### src/include/board_glue_cfg.svh
// Board glue configuration: divider, PWM and SPI sizing constants
`ifndef BOARD_GLUE_CFG_SVH
`define BOARD_GLUE_CFG_SVH

// soc_clk cycles per RTC half period
// 50 MHz / (2 * 25) gives a 1 MHz RTC level
`define RTC_HALF_PERIOD 25

// Width of the RTC cycle counter
`define RTC_CNT_W 16

// Fan duty setting width, one step per switch code
`define FAN_LEVEL_W 4

// soc_clk cycles per PWM phase step
`define FAN_PRESCALE 4

// Chip selects on the SoC SPI host
`define SPI_NUM_CS 2

`endif
### src/logic/board_glue_pkg.sv
// Board glue package: shared types for boot mode, fan level and SPI data lanes
`include "board_glue_cfg.svh"

package board_glue_pkg;

  ////////////////////////////////////////////////////////////////////////////
  // Boot and fan
  ////////////////////////////////////////////////////////////////////////////

  // Boot source code handed to the SoC
  typedef logic [1:0] boot_mode_t;

  // Fan duty setting from the switches
  typedef logic [`FAN_LEVEL_W-1:0] fan_level_t;

  ////////////////////////////////////////////////////////////////////////////
  // SPI
  ////////////////////////////////////////////////////////////////////////////

  // One bit per quad SPI data lane
  typedef logic [3:0] spi_dq_t;

endpackage

### src/logic/spi_pad_if.sv
// SPI pad interface: SoC SPI host signals on their way to the board pads
`timescale 1ns/10ps
`include "board_glue_cfg.svh"

interface spi_pad_if;
  import board_glue_pkg::*;

  // Host side outputs
  logic                   sck;
  logic                   sck_en;
  logic [`SPI_NUM_CS-1:0] csb;
  logic [`SPI_NUM_CS-1:0] csb_en;
  spi_dq_t                sd_out;
  spi_dq_t                sd_en;

  // Read data back to the host
  spi_dq_t                sd_in;

  modport host (
    output sck, sck_en, csb, csb_en, sd_out, sd_en,
    input  sd_in
  );

  modport pads (
    input  sck, sck_en, csb, csb_en, sd_out, sd_en,
    output sd_in
  );

endinterface

### src/logic/board_glue_top.sv
// Board glue top: reset, RTC, fan PWM and SPI pad routing between pins and SoC
`timescale 1ns/10ps

module board_glue_top (
  input  logic                       soc_clk,
  input  logic                       rst_n,
  input  logic                       test_mode_i,
  input  logic                       vio_reset_i,
  input  logic                       vio_boot_sel_i,
  input  board_glue_pkg::boot_mode_t boot_mode_i,
  input  board_glue_pkg::boot_mode_t vio_boot_mode_i,
  input  board_glue_pkg::fan_level_t fan_sw_i,

  // SoC SPI host
  input  logic                       soc_spi_sck_i,
  input  logic                       soc_spi_sck_en_i,
  input  logic [1:0]                 soc_spi_csb_i,
  input  logic [1:0]                 soc_spi_csb_en_i,
  input  board_glue_pkg::spi_dq_t    soc_spi_sd_i,
  input  board_glue_pkg::spi_dq_t    soc_spi_sd_en_i,
  output board_glue_pkg::spi_dq_t    soc_spi_sd_i_o,

  // SoC system signals
  output logic                       soc_rst_n_o,
  output logic                       rtc_o,
  output logic                       fan_pwm_o,
  output board_glue_pkg::boot_mode_t boot_mode_o,

  // SD card pads
  output logic                       sd_sclk_o,
  output logic                       sd_cs_o,
  output logic                       sd_cmd_o,
  output logic [1:0]                 sd_dat_hi_o,
  input  logic                       sd_miso_i,

  // Flash pads
  output logic                       flash_sck_o,
  output logic                       flash_sck_oe_o,
  output logic                       flash_csb_o,
  output logic                       flash_csb_oe_o,
  output board_glue_pkg::spi_dq_t    flash_dq_o,
  output board_glue_pkg::spi_dq_t    flash_dq_oe_o,
  input  board_glue_pkg::spi_dq_t    flash_dq_i
);

  ////////////////////////////////////////////////////////////////////////////
  // Reset and boot mode
  ////////////////////////////////////////////////////////////////////////////

  reset_boot_ctrl i_reset_boot_ctrl (
    .soc_clk         ( soc_clk         ),
    .rst_n           ( rst_n           ),
    .test_mode_i     ( test_mode_i     ),
    .vio_reset_i     ( vio_reset_i     ),
    .vio_boot_sel_i  ( vio_boot_sel_i  ),
    .boot_mode_i     ( boot_mode_i     ),
    .vio_boot_mode_i ( vio_boot_mode_i ),
    .soc_rst_n_o     ( soc_rst_n_o     ),
    .boot_mode_o     ( boot_mode_o     )
  );

  ////////////////////////////////////////////////////////////////////////////
  // RTC and fan, both held in SoC reset
  ////////////////////////////////////////////////////////////////////////////

  rtc_divider i_rtc_divider (
    .soc_clk ( soc_clk     ),
    .rst_n   ( soc_rst_n_o ),
    .rtc_o   ( rtc_o       )
  );

  fan_pwm i_fan_pwm (
    .soc_clk   ( soc_clk     ),
    .rst_n     ( soc_rst_n_o ),
    .level_i   ( fan_sw_i    ),
    .fan_pwm_o ( fan_pwm_o   )
  );

  ////////////////////////////////////////////////////////////////////////////
  // SPI routing
  ////////////////////////////////////////////////////////////////////////////

  spi_pad_if i_spi_bus ();

  // Host side of the bundle comes from the SoC ports
  assign i_spi_bus.sck    = soc_spi_sck_i;
  assign i_spi_bus.sck_en = soc_spi_sck_en_i;
  assign i_spi_bus.csb    = soc_spi_csb_i;
  assign i_spi_bus.csb_en = soc_spi_csb_en_i;
  assign i_spi_bus.sd_out = soc_spi_sd_i;
  assign i_spi_bus.sd_en  = soc_spi_sd_en_i;
  assign soc_spi_sd_i_o   = i_spi_bus.sd_in;

  spi_pad_mux i_spi_pad_mux (
    .soc_clk        ( soc_clk        ),
    .bus            ( i_spi_bus.pads ),
    .sd_sclk_o      ( sd_sclk_o      ),
    .sd_cs_o        ( sd_cs_o        ),
    .sd_cmd_o       ( sd_cmd_o       ),
    .sd_dat_hi_o    ( sd_dat_hi_o    ),
    .sd_miso_i      ( sd_miso_i      ),
    .flash_sck_o    ( flash_sck_o    ),
    .flash_sck_oe_o ( flash_sck_oe_o ),
    .flash_csb_o    ( flash_csb_o    ),
    .flash_csb_oe_o ( flash_csb_oe_o ),
    .flash_dq_o     ( flash_dq_o     ),
    .flash_dq_oe_o  ( flash_dq_oe_o  ),
    .flash_dq_i     ( flash_dq_i     )
  );

endmodule

### src/logic/spi_pad_mux.sv
// SPI pad mux: routes the SoC SPI host to the SD card and QSPI flash pads
`timescale 1ns/10ps

module spi_pad_mux (
  input  logic                    soc_clk,
  spi_pad_if.pads                 bus,

  // SD card in SPI mode, chip select 0
  output logic                    sd_sclk_o,
  output logic                    sd_cs_o,
  output logic                    sd_cmd_o,
  output logic [1:0]              sd_dat_hi_o,
  input  logic                    sd_miso_i,

  // QSPI flash, chip select 1
  output logic                    flash_sck_o,
  output logic                    flash_sck_oe_o,
  output logic                    flash_csb_o,
  output logic                    flash_csb_oe_o,
  output board_glue_pkg::spi_dq_t flash_dq_o,
  output board_glue_pkg::spi_dq_t flash_dq_oe_o,
  input  board_glue_pkg::spi_dq_t flash_dq_i
);
  import board_glue_pkg::*;

  spi_dq_t sd_src;

  ////////////////////////////////////////////////////////////////////////////
  // SD card pads
  ////////////////////////////////////////////////////////////////////////////

  // Pads idle high whenever the host is not driving them
  assign sd_sclk_o = bus.sck_en    ? bus.sck       : 1'b1;
  assign sd_cs_o   = bus.csb_en[0] ? bus.csb[0]    : 1'b1;
  assign sd_cmd_o  = bus.sd_en[0]  ? bus.sd_out[0] : 1'b1;

  // DAT1 and DAT2 are unused in SPI mode
  assign sd_dat_hi_o = 2'b11;

  // Card data out lands on host lane 1
  assign sd_src = {2'b00, sd_miso_i, 1'b0};

  ////////////////////////////////////////////////////////////////////////////
  // Flash pads
  ////////////////////////////////////////////////////////////////////////////

  assign flash_sck_o    = bus.sck_en    ? bus.sck    : 1'b1;
  assign flash_sck_oe_o = bus.sck_en;
  assign flash_csb_o    = bus.csb_en[1] ? bus.csb[1] : 1'b1;
  assign flash_csb_oe_o = bus.csb_en[1];

  always_comb begin
    for (int i = 0; i < 4; i++) begin
      flash_dq_o[i] = bus.sd_en[i] ? bus.sd_out[i] : 1'b1;
    end
  end

  assign flash_dq_oe_o = bus.sd_en;

  ////////////////////////////////////////////////////////////////////////////
  // Read data
  ////////////////////////////////////////////////////////////////////////////

  // Active-low chip select picks which device answers
  assign bus.sd_in = ({4{~bus.csb[0]}} & sd_src) |
                     ({4{~bus.csb[1]}} & flash_dq_i);

  // Host must never select both devices at the same time
  a_one_cs_active : assert property (
    @(posedge soc_clk)
    !((bus.csb_en[0] && !bus.csb[0]) && (bus.csb_en[1] && !bus.csb[1]))
  );

endmodule

### src/logic/fan_pwm.sv
// Fan PWM: prescaled phase counter compared against the latched switch setting
`timescale 1ns/10ps
`include "board_glue_cfg.svh"

module fan_pwm (
  input  logic                       soc_clk,
  input  logic                       rst_n,
  input  board_glue_pkg::fan_level_t level_i,
  output logic                       fan_pwm_o
);
  import board_glue_pkg::*;

  localparam int unsigned PrescW = $clog2(`FAN_PRESCALE);
  localparam int unsigned Period = (1 << `FAN_LEVEL_W) * `FAN_PRESCALE;

  logic [PrescW-1:0] presc_q;
  fan_level_t        phase_q;
  fan_level_t        level_q;
  logic              step;
  logic              wrap;

  ////////////////////////////////////////////////////////////////////////////
  // Prescaler and phase
  ////////////////////////////////////////////////////////////////////////////

  assign step = (presc_q == PrescW'(`FAN_PRESCALE - 1));
  // Phase about to roll over to 0
  assign wrap = step && (phase_q == '1);

  always_ff @(posedge soc_clk or negedge rst_n) begin
    if (!rst_n) begin
      presc_q <= '0;
      phase_q <= '0;
    end else begin
      presc_q <= step ? '0 : presc_q + 1'b1;
      if (step) begin
        phase_q <= phase_q + 1'b1;
      end
    end
  end

  // Setting only changes at a period start, so no mid-period glitch
  always_ff @(posedge soc_clk or negedge rst_n) begin
    if (!rst_n) begin
      level_q <= '0;
    end else if (wrap) begin
      level_q <= level_i;
    end
  end

  assign fan_pwm_o = (phase_q < level_q);

  // A zero setting keeps the fan off for the whole next period
  a_level_zero_low : assert property (
    @(posedge soc_clk) disable iff (!rst_n)
    (wrap && level_i == '0) |=> !fan_pwm_o [*Period]
  );

endmodule

### src/logic/rtc_divider.sv
// RTC divider: turns soc_clk into a slow real-time-clock level
`timescale 1ns/10ps
`include "board_glue_cfg.svh"

module rtc_divider (
  input  logic soc_clk,
  input  logic rst_n,
  output logic rtc_o
);

  localparam logic [`RTC_CNT_W-1:0] CntMax = `RTC_CNT_W'(`RTC_HALF_PERIOD - 1);

  logic [`RTC_CNT_W-1:0] cnt_d, cnt_q;
  logic                  rtc_d, rtc_q;

  ////////////////////////////////////////////////////////////////////////////
  // Half-period counter
  ////////////////////////////////////////////////////////////////////////////

  always_comb begin
    cnt_d = cnt_q + 1'b1;
    rtc_d = rtc_q;
    // Last cycle of the half period
    if (cnt_q == CntMax) begin
      cnt_d = '0;
      rtc_d = ~rtc_q;
    end
  end

  always_ff @(posedge soc_clk or negedge rst_n) begin
    if (!rst_n) begin
      cnt_q <= '0;
      rtc_q <= 1'b0;
    end else begin
      cnt_q <= cnt_d;
      rtc_q <= rtc_d;
    end
  end

  assign rtc_o = rtc_q;

  // Counter wraps before passing the half period
  a_cnt_in_range : assert property (
    @(posedge soc_clk) disable iff (!rst_n)
    cnt_q <= CntMax
  );

endmodule

### src/logic/reset_boot_ctrl.sv
// Reset control: merges board and probe resets, syncs release, latches boot mode
`timescale 1ns/10ps

module reset_boot_ctrl (
  input  logic                    soc_clk,
  input  logic                    rst_n,
  input  logic                    test_mode_i,
  input  logic                    vio_reset_i,
  input  logic                    vio_boot_sel_i,
  input  board_glue_pkg::boot_mode_t boot_mode_i,
  input  board_glue_pkg::boot_mode_t vio_boot_mode_i,
  output logic                    soc_rst_n_o,
  output board_glue_pkg::boot_mode_t boot_mode_o
);

  logic       rst_int_n;
  logic [1:0] sync_q;
  logic       release_edge;

  // Board reset or probe reset pulls the SoC into reset
  assign rst_int_n = rst_n & ~vio_reset_i;

  // Assert asynchronously, release after two flops
  always_ff @(posedge soc_clk or negedge rst_int_n) begin
    if (!rst_int_n) begin
      sync_q <= 2'b00;
    end else begin
      sync_q <= {sync_q[0], 1'b1};
    end
  end

  // Test mode hands the pin reset straight through
  assign soc_rst_n_o = test_mode_i ? rst_n : sync_q[1];

  // High for the one cycle before the synchronized reset lifts
  assign release_edge = sync_q[0] & ~sync_q[1];

  always_ff @(posedge soc_clk or negedge rst_int_n) begin
    if (!rst_int_n) begin
      boot_mode_o <= '0;
    end else if (release_edge) begin
      boot_mode_o <= vio_boot_sel_i ? vio_boot_mode_i : boot_mode_i;
    end
  end

  // Boot mode holds for as long as the SoC stays out of reset
  a_boot_mode_stable : assert property (
    @(posedge soc_clk) disable iff (!soc_rst_n_o || test_mode_i)
    $past(soc_rst_n_o) |-> $stable(boot_mode_o)
  );

endmodule

### config.mk
export PLATFORM = sky130hd
export DESIGN_NAME = board_glue_top
export DESIGN_NICKNAME = d
export VERILOG_FILES = /design/src/logic/board_glue_pkg.sv /design/src/logic/spi_pad_if.sv /design/src/logic/board_glue_top.sv /design/src/logic/spi_pad_mux.sv /design/src/logic/fan_pwm.sv /design/src/logic/rtc_divider.sv /design/src/logic/reset_boot_ctrl.sv
export VERILOG_INCLUDE_DIRS = /design/src /design/src/include
export SDC_FILE = /design/constraint.sdc
export NUM_CORES = 1
export LEC_CHECK = 0
export ABC_AREA = 1
export BUFFER_PORTS_ARGS = -buffer_cell sky130_fd_sc_hd__buf_4
export CORE_MARGIN = 5
export CORE_UTILIZATION = 47
export CTS_BUF_LIST = sky130_fd_sc_hd__clkbuf_4 sky130_fd_sc_hd__clkbuf_8
export CTS_CLUSTER_DIAMETER = 100
export DETAILED_ROUTE_END_ITERATION = 16
export PLACE_DENSITY = 0.75
export SLEW_MARGIN = 20
export SYNTH_ARGS = -nofsm -noshare
export SYNTH_HDL_FRONTEND = slang
export SYNTH_HIERARCHICAL = 1
export SYNTH_SLANG_ARGS = --single-unit
### constraint.sdc
create_clock -name soc_clk -period 3.3 [get_ports soc_clk]
set_clock_uncertainty 0.2 [all_clocks]
set_input_delay 0.165 -clock soc_clk [delete_from_list [all_inputs] [get_ports soc_clk]]
set_output_delay 0.165 -clock soc_clk [all_outputs]
set_load 0.01 [all_outputs]
==> results of run 1 <==
[cell usage after synthesis]
cell type  count
xor2_1         9
dfrtp_1       31
nand2_1       63
mux2_2         1
a21o_1         1
inv_2          1
nand4_4        1
buf_4         10
nor2_1        31
o21ai_0        1
ha_1           7
nand2_2        3
nor3_1         1
nand3_1        8
inv_1         43
nand4_1        5
nor2_2         1
nor2_4         1
conb_1         2
nand3b_1       3
o21ai_1        4
o21bai_1       2
xnor2_1        1
a21oi_1        1
[cells by family (layout without fill, tap and decap cells)]
kind of cell    count (synthesis)  in the layout
mux                             1              1
buf+inv                        54            119
xor+xnor                       10             10
fa+ha+maj                       7              7
flops                          31             31
compound gates                  9              9
other cells                     2              3
simple gates                  117            117
[critical path: stages]
cell,delay [ns]
dlygate4sd3_1,0.53
buf_4,0.14
o21ai_2,0.12
buf_4,0.34
buf_4,0.19
[state kept, by name, indices dropped and copies added, names as in the netlist]
name,count
i_rtc_divider/cnt_q,16
i_fan_pwm/level_q,4
i_fan_pwm/phase_q,4
i_fan_pwm/presc_q,2
i_reset_boot_ctrl/boot_mode_o,2
i_reset_boot_ctrl/sync_q,2
i_rtc_divider/rtc_o,1
[report_power, final]
group,switching (mW),internal (mW)
registers,0.00239,0.385
logic,0.0461,0.0599
clock network,0.136,0.155
total,0.185,0.600
[area by class of cell]
type / count / area share (%)
clock buffer: 6 / 3.202
clock inverter: 2 / 0.5249
inverter: 44 / 6.929
multi-input combinational: 147 / 32.02
sequential: 31 / 32.55
tap: 48 / 2.520
timing repair buffer: 67 / 22.26
[routing by layer]
metal  vias to the layer above  GRT usage (%)  part of all wire (%)
met2                        49          26.84                    47
met4                         0          7.724                   3.1
li1                        805              -                     -
met5                         -              0                     0
met1                       699          17.43                    40
met3                        11          6.031                    10
[path summary, 6_finish.rpt]
check / start / end / slack (ns)
max: test_mode_i / soc_rst_n_o / 1.44
min: vio_reset_i / i_reset_boot_ctrl/sync_q[0]$_DFF_PN0_ / 0.18
max reg2reg: i_rtc_divider/cnt_q[1]$_DFF_PN0_ / i_rtc_divider/cnt_q[12]$_DFF_PN0_ / 1.76
min reg2reg: i_reset_boot_ctrl/sync_q[0]$_DFF_PN0_ / i_reset_boot_ctrl/sync_q[1]$_DFF_PN0_ / 0.20
max in group asynchronous: rst_n / i_reset_boot_ctrl/boot_mode_o[1]$_DFFE_PN0P_ / 2.02
min in group soc_clk: i_reset_boot_ctrl/sync_q[0]$_DFF_PN0_ / i_reset_boot_ctrl/sync_q[1]$_DFF_PN0_ / 0.20
==> impl_metrics.csv, run 1 <==
group,metric,value,unit
setup_path,cp.arrival,1.49,ns
grt,grt_pass1_wl,6.361,mm
power,leakagePower,1.372,nW
cts,cts_setup_buffers,0,
setup_path,path_class,"input port to primary output",
detailed_routing,postRouteAntennaNets,0,
timing,slew_violations,0,
final_layout,final_nets,335,
cts,ctsHoldBuffers,11,
grt,grt_antenna_before_repair,0,
detailed_routing,wl_per_cell,10.72,µm
detailed_routing,viasPerCell,4.533,
die,io_pins,58,
final_layout,antenna_cells,0,
grt,grt_max_degree,29,
logic_synthesis,yosysTopAreaCell,"dfrtp_1",
timing,fin_setup_tns,0,ns
final_layout,multiInputGateArea,763.2,µm²
detailed_routing,wl,3.700,mm
logic_synthesis,seq_area_frac_synth,43.79,%
final_layout,mostFrequentLayoutCells,"nand2_1 (63), buf_4 (56), inv_1 (43)",
logic_synthesis,synth.avg_cell_area,7.670,µm²
cts,numCtsBuffers,5,
timing,rsz0062_at_grt,"false",
final_layout,fillerInstances,318,
timing,max_freq,539.0,MHz
die,fp.dieW,71.40,µm
job,cap_violations,0,
timing,hold_viol_final,0,
place,gp_congestion,0.8948,
logic_synthesis,synthAdderAreaFrac,4.944,%
cts,clock_path_buffers,2,
cts,cts_tree,"yes",
logic_synthesis,ys_ff_latch,31,
logic_synthesis,synth_warnings,6,
logic_synthesis,yosys.cell_types.count,24,
final_layout,syn2layout_area_growth,34.53,%
place,numPortBuffers,55,
cts,path_clk_slew,0.06,ns
logic_synthesis,synth_compound_area_share,2.966,%
final_layout,stdcell_area,2384,µm²
detailed_routing,drc,0,
timing,setup_violations,0,
grt,track_usage,15.87,%
power,p_per_area,329.0,nW/µm²
logic_synthesis,synth_top_family_by_area,"simple AND/OR/NAND/NOR gates",
logic_synthesis,yosys-top-cells-area,"dfrtp_1 (44%), nand2_1 (13%), inv_1 (9.1%)",
setup_path,cp-start-kind,"input port",
logic_synthesis,netlist.area_leader.share,43.79,%
die,dieHeight,71.40,µm
cts,htreeDepth,2,
power,power.total,0.7841,mW
detailed_routing,drtPass1Iterations,4,
detailed_routing,drt_iter0_drc,36,
setup_path,end_kind,"primary output",
final_layout,final_cell_count_no_fill,345,
logic_synthesis,synth_area,1772,µm²
worst_hold_path,holdCritPathClass,"input port to asynchronous set/reset pin",
final_layout,regArea,775.7,µm²
final_layout,finish.utilization,65.11,%
die,die_area,5097,µm²
place,place_inst,326,
detailed_routing,vias,1564,
place,place_area,2185,µm²
logic_synthesis,synth_xor_area_share,4.944,%
logic_synthesis,netlist_instances,231,
setup_path,worst-endpoint-required,2.93,ns
cts,cts_sinks,31,
cts,cts_resized,0,
cts,clock_latency,0.28,ns
final_layout,layout-drive-gt1-share,24.58,%
place,dp_hpwl,2.759,mm
place,post-place-ws,1.769,ns
status,status,"finished, final reports clean",
setup_path,rr_worst_depth,8,
grt,overflow,0,
timing,fin_ws,1.445,ns
die,rows,22,
cts,cts-root-buf,"clkbuf_8",
timing,fin_crit_sh,56.22,%
die,coreArea,3661,µm²
logic_synthesis,synth_mux_area_share,0.6356,%
logic_synthesis,synth_simple_gate_area_share,28.74,%
power,ir_worst_vdd,0.2410,mV
die,start_util,48.39,%
setup_path,crit_path_max_fanout,28,
grt,first_global_vias,1515,
final_layout,final_common_cell,"nand2_1",
timing,whs,0.1758,ns
timing,layout_min_cycle_time,1.855,ns
No activity file was read; power rests on OpenSTA's default activity.
==> run 2, diff against run 1 <==
==> constraint.sdc (replaced) <==
create_clock -name soc_clk -period 1.7 [get_ports soc_clk]
set_clock_uncertainty 0.2 [all_clocks]
set_input_delay 0.085 -clock soc_clk [delete_from_list [all_inputs] [get_ports soc_clk]]
set_output_delay 0.085 -clock soc_clk [all_outputs]
set_load 0.01 [all_outputs]
==> run 2 against run 1 <==
Net effect: total power up 130%; core utilization up 3.9 points; sequential power up 94%; design area up 6.0%; via count up 3.5%; critical path depth down 1.
==> impl_metrics.csv, run 2 (synthesis gave the netlist of run 1 again) <==
group,metric,value,unit
status,status,"finished, final reports clean",
detailed_routing,drc,0,
detailed_routing,drt_iter0_drc,52,
die,coreArea,3661,µm²
final_layout,syn2layout_area_growth,42.58,%
cts,clock_path_buffers,2,
setup_path,r2r_slack,0.15,ns
detailed_routing,postRouteAntennaNets,0,
setup_path,end_kind,"primary output",
setup_path,crit_path_max_incr_delay,0.39,ns
grt,overflow,0,
setup_path,worst-endpoint-required,1.41,ns
cts,numCtsBuffers,5,
grt,grt_pass1_wl,6.575,mm
grt,grt_max_degree,28,
timing,fin_setup_tns,0,ns
grt,track_usage,16.21,%
die,rows,22,
setup_path,cp-start-kind,"register",
die,dieHeight,71.40,µm
timing,max_freq,609.6,MHz
die,io_pins,58,
cts,cts-root-buf,"clkbuf_8",
final_layout,stdcell_area,2526,µm²
timing,slew_violations,0,
final_layout,largest_register_ffs,16,
cts,path_clk_slew,0.07,ns
setup_path,path_cells,"ha_1 > a21o_1 > a21oi_2 > buf_4",
die,start_util,48.39,%
power,p_per_area,724.8,nW/µm²
detailed_routing,wl_per_cell,11.08,µm
cts,clock_latency,0.28,ns
setup_path,crit_slowest_cell,"dfrtp_1",
detailed_routing,viasPerCell,4.573,
place,place_area,2185,µm²
setup_path,regToRegStartpoint,"i_rtc_divider/cnt_q[0]$_DFF_PN0_",
die,fp.dieW,71.40,µm
setup_path,crit_path_max_fanout,2,
timing,rsz0062_at_grt,"true",
place,numPortBuffers,55,
setup_path,startpoint,"i_fan_pwm/phase_q[3]$_DFFE_PN0N_",
cts,htreeDepth,2,
final_layout,reg_top3,"i_rtc_divider/cnt_q (16), i_fan_pwm/level_q (4), i_fan_pwm/phase_q (4)",
timing,setup_violations,0,
detailed_routing,drtPass1Iterations,4,
setup_path,cpLargestDelayFamily,"flip-flops",
timing,layout_min_cycle_time,1.640,ns
die,die_area,5097,µm²
detailed_routing,wl,3.923,mm
setup_path,cp.arrival,1.36,ns
job,cap_violations,0,
power,leakagePower,1.429,nW
grt,grt_antenna_before_repair,0,
grt,first_global_vias,1531,
cts,cts_sinks,31,
final_layout,final_common_cell,"nand2_1",
worst_hold_path,holdCritPathClass,"input port to asynchronous set/reset pin",
place,gp_congestion,0.8841,
final_layout,mostFrequentLayoutCells,"nand2_1 (63), buf_4 (61), inv_1 (43)",
place,dp_hpwl,2.688,mm
setup_path,path_class,"register to primary output",
cts,cts_tree,"yes",
final_layout,antenna_cells,0,
power,ir_worst_vdd,0.7251,mV
detailed_routing,vias,1619,
timing,fin_crit_sh,96.50,%
timing,whs,0.08802,ns
final_layout,finish.utilization,69.00,%
setup_path,path_buf_inv,1,
timing,hold_viol_final,0,
final_layout,final_nets,344,
final_layout,top_register,"i_rtc_divider/cnt_q",
final_layout,fillerInstances,292,
final_layout,layout-drive-gt1-share,26.47,%
## run 2: where the power goes
part	internal, mW	switching [mW]	leakage, nW
sequential	0.746	0.00428	0.380
combinational	0.121	0.0921	0.980
clock	0.602	0.266	0.0688
## run 2: worst paths after layout
path / to / cells past startpoint
setup / recovery: fan_pwm_o / 4
hold / removal: i_reset_boot_ctrl/sync_q[1]$_DFF_PN0_ / 3
setup reg to reg: i_rtc_divider/cnt_q[12]$_DFF_PN0_ / 8
hold reg to reg: i_reset_boot_ctrl/sync_q[1]$_DFF_PN0_ / 0
max in group asynchronous: i_reset_boot_ctrl/boot_mode_o[0]$_DFFE_PN0P_ / 5
min in group soc_clk: flash_sck_oe_o / 2
## run 2: timing repair
action	CTS	global route
gates resized for setup	1	2
pin swaps	0	2
endpoints found under the setup margin	1	1
setup buffers	1	4
hold buffers	15	0
cloned	0	0
hold endpoints to repair	37	0
## run 2: layout make-up
class                   count  area, µm²  area share, %
flip-flops and latches     31      777.0          30.76
repair buffers             76      608.1          24.07
clock inverters             2      60.06          2.377
inverters                  44      165.2          6.538
clock buffers               6      76.32          3.021
well taps                  48      60.06          2.377
multi-input cells         147      779.5          30.86
## run 2: metal layers
layer  vias to the layer above  GRT usage [%]  part of all wire, %
li1                        826              -                    -
met1                       723          18.43                   40
met2                        62          26.84                   46
met3                         8          6.171                   11
met4                         0          7.516                  2.6
met5                         -              0                    0
## run 2: per-stage QoR
step                instances  setup slack, ns  total power [mW]
floorplan                 232           0.1874            0.8457
global placement          326           0.2029            0.9473
detailed placement        326           0.1747            0.9482
CTS                       350         0.006603             1.845
global route              354         -0.02062             1.907
finish                    354          0.05952             1.831
## run 2: worst reg2reg max path: stages, from the launching register on
cell     delay, ns
dfrtp_1       0.41
ha_1          0.24
nand3_1       0.16
inv_1         0.08
nand2_1       0.08
nor2_1        0.11
nand2_1       0.06
nand2_1       0.06
inv_1         0.03
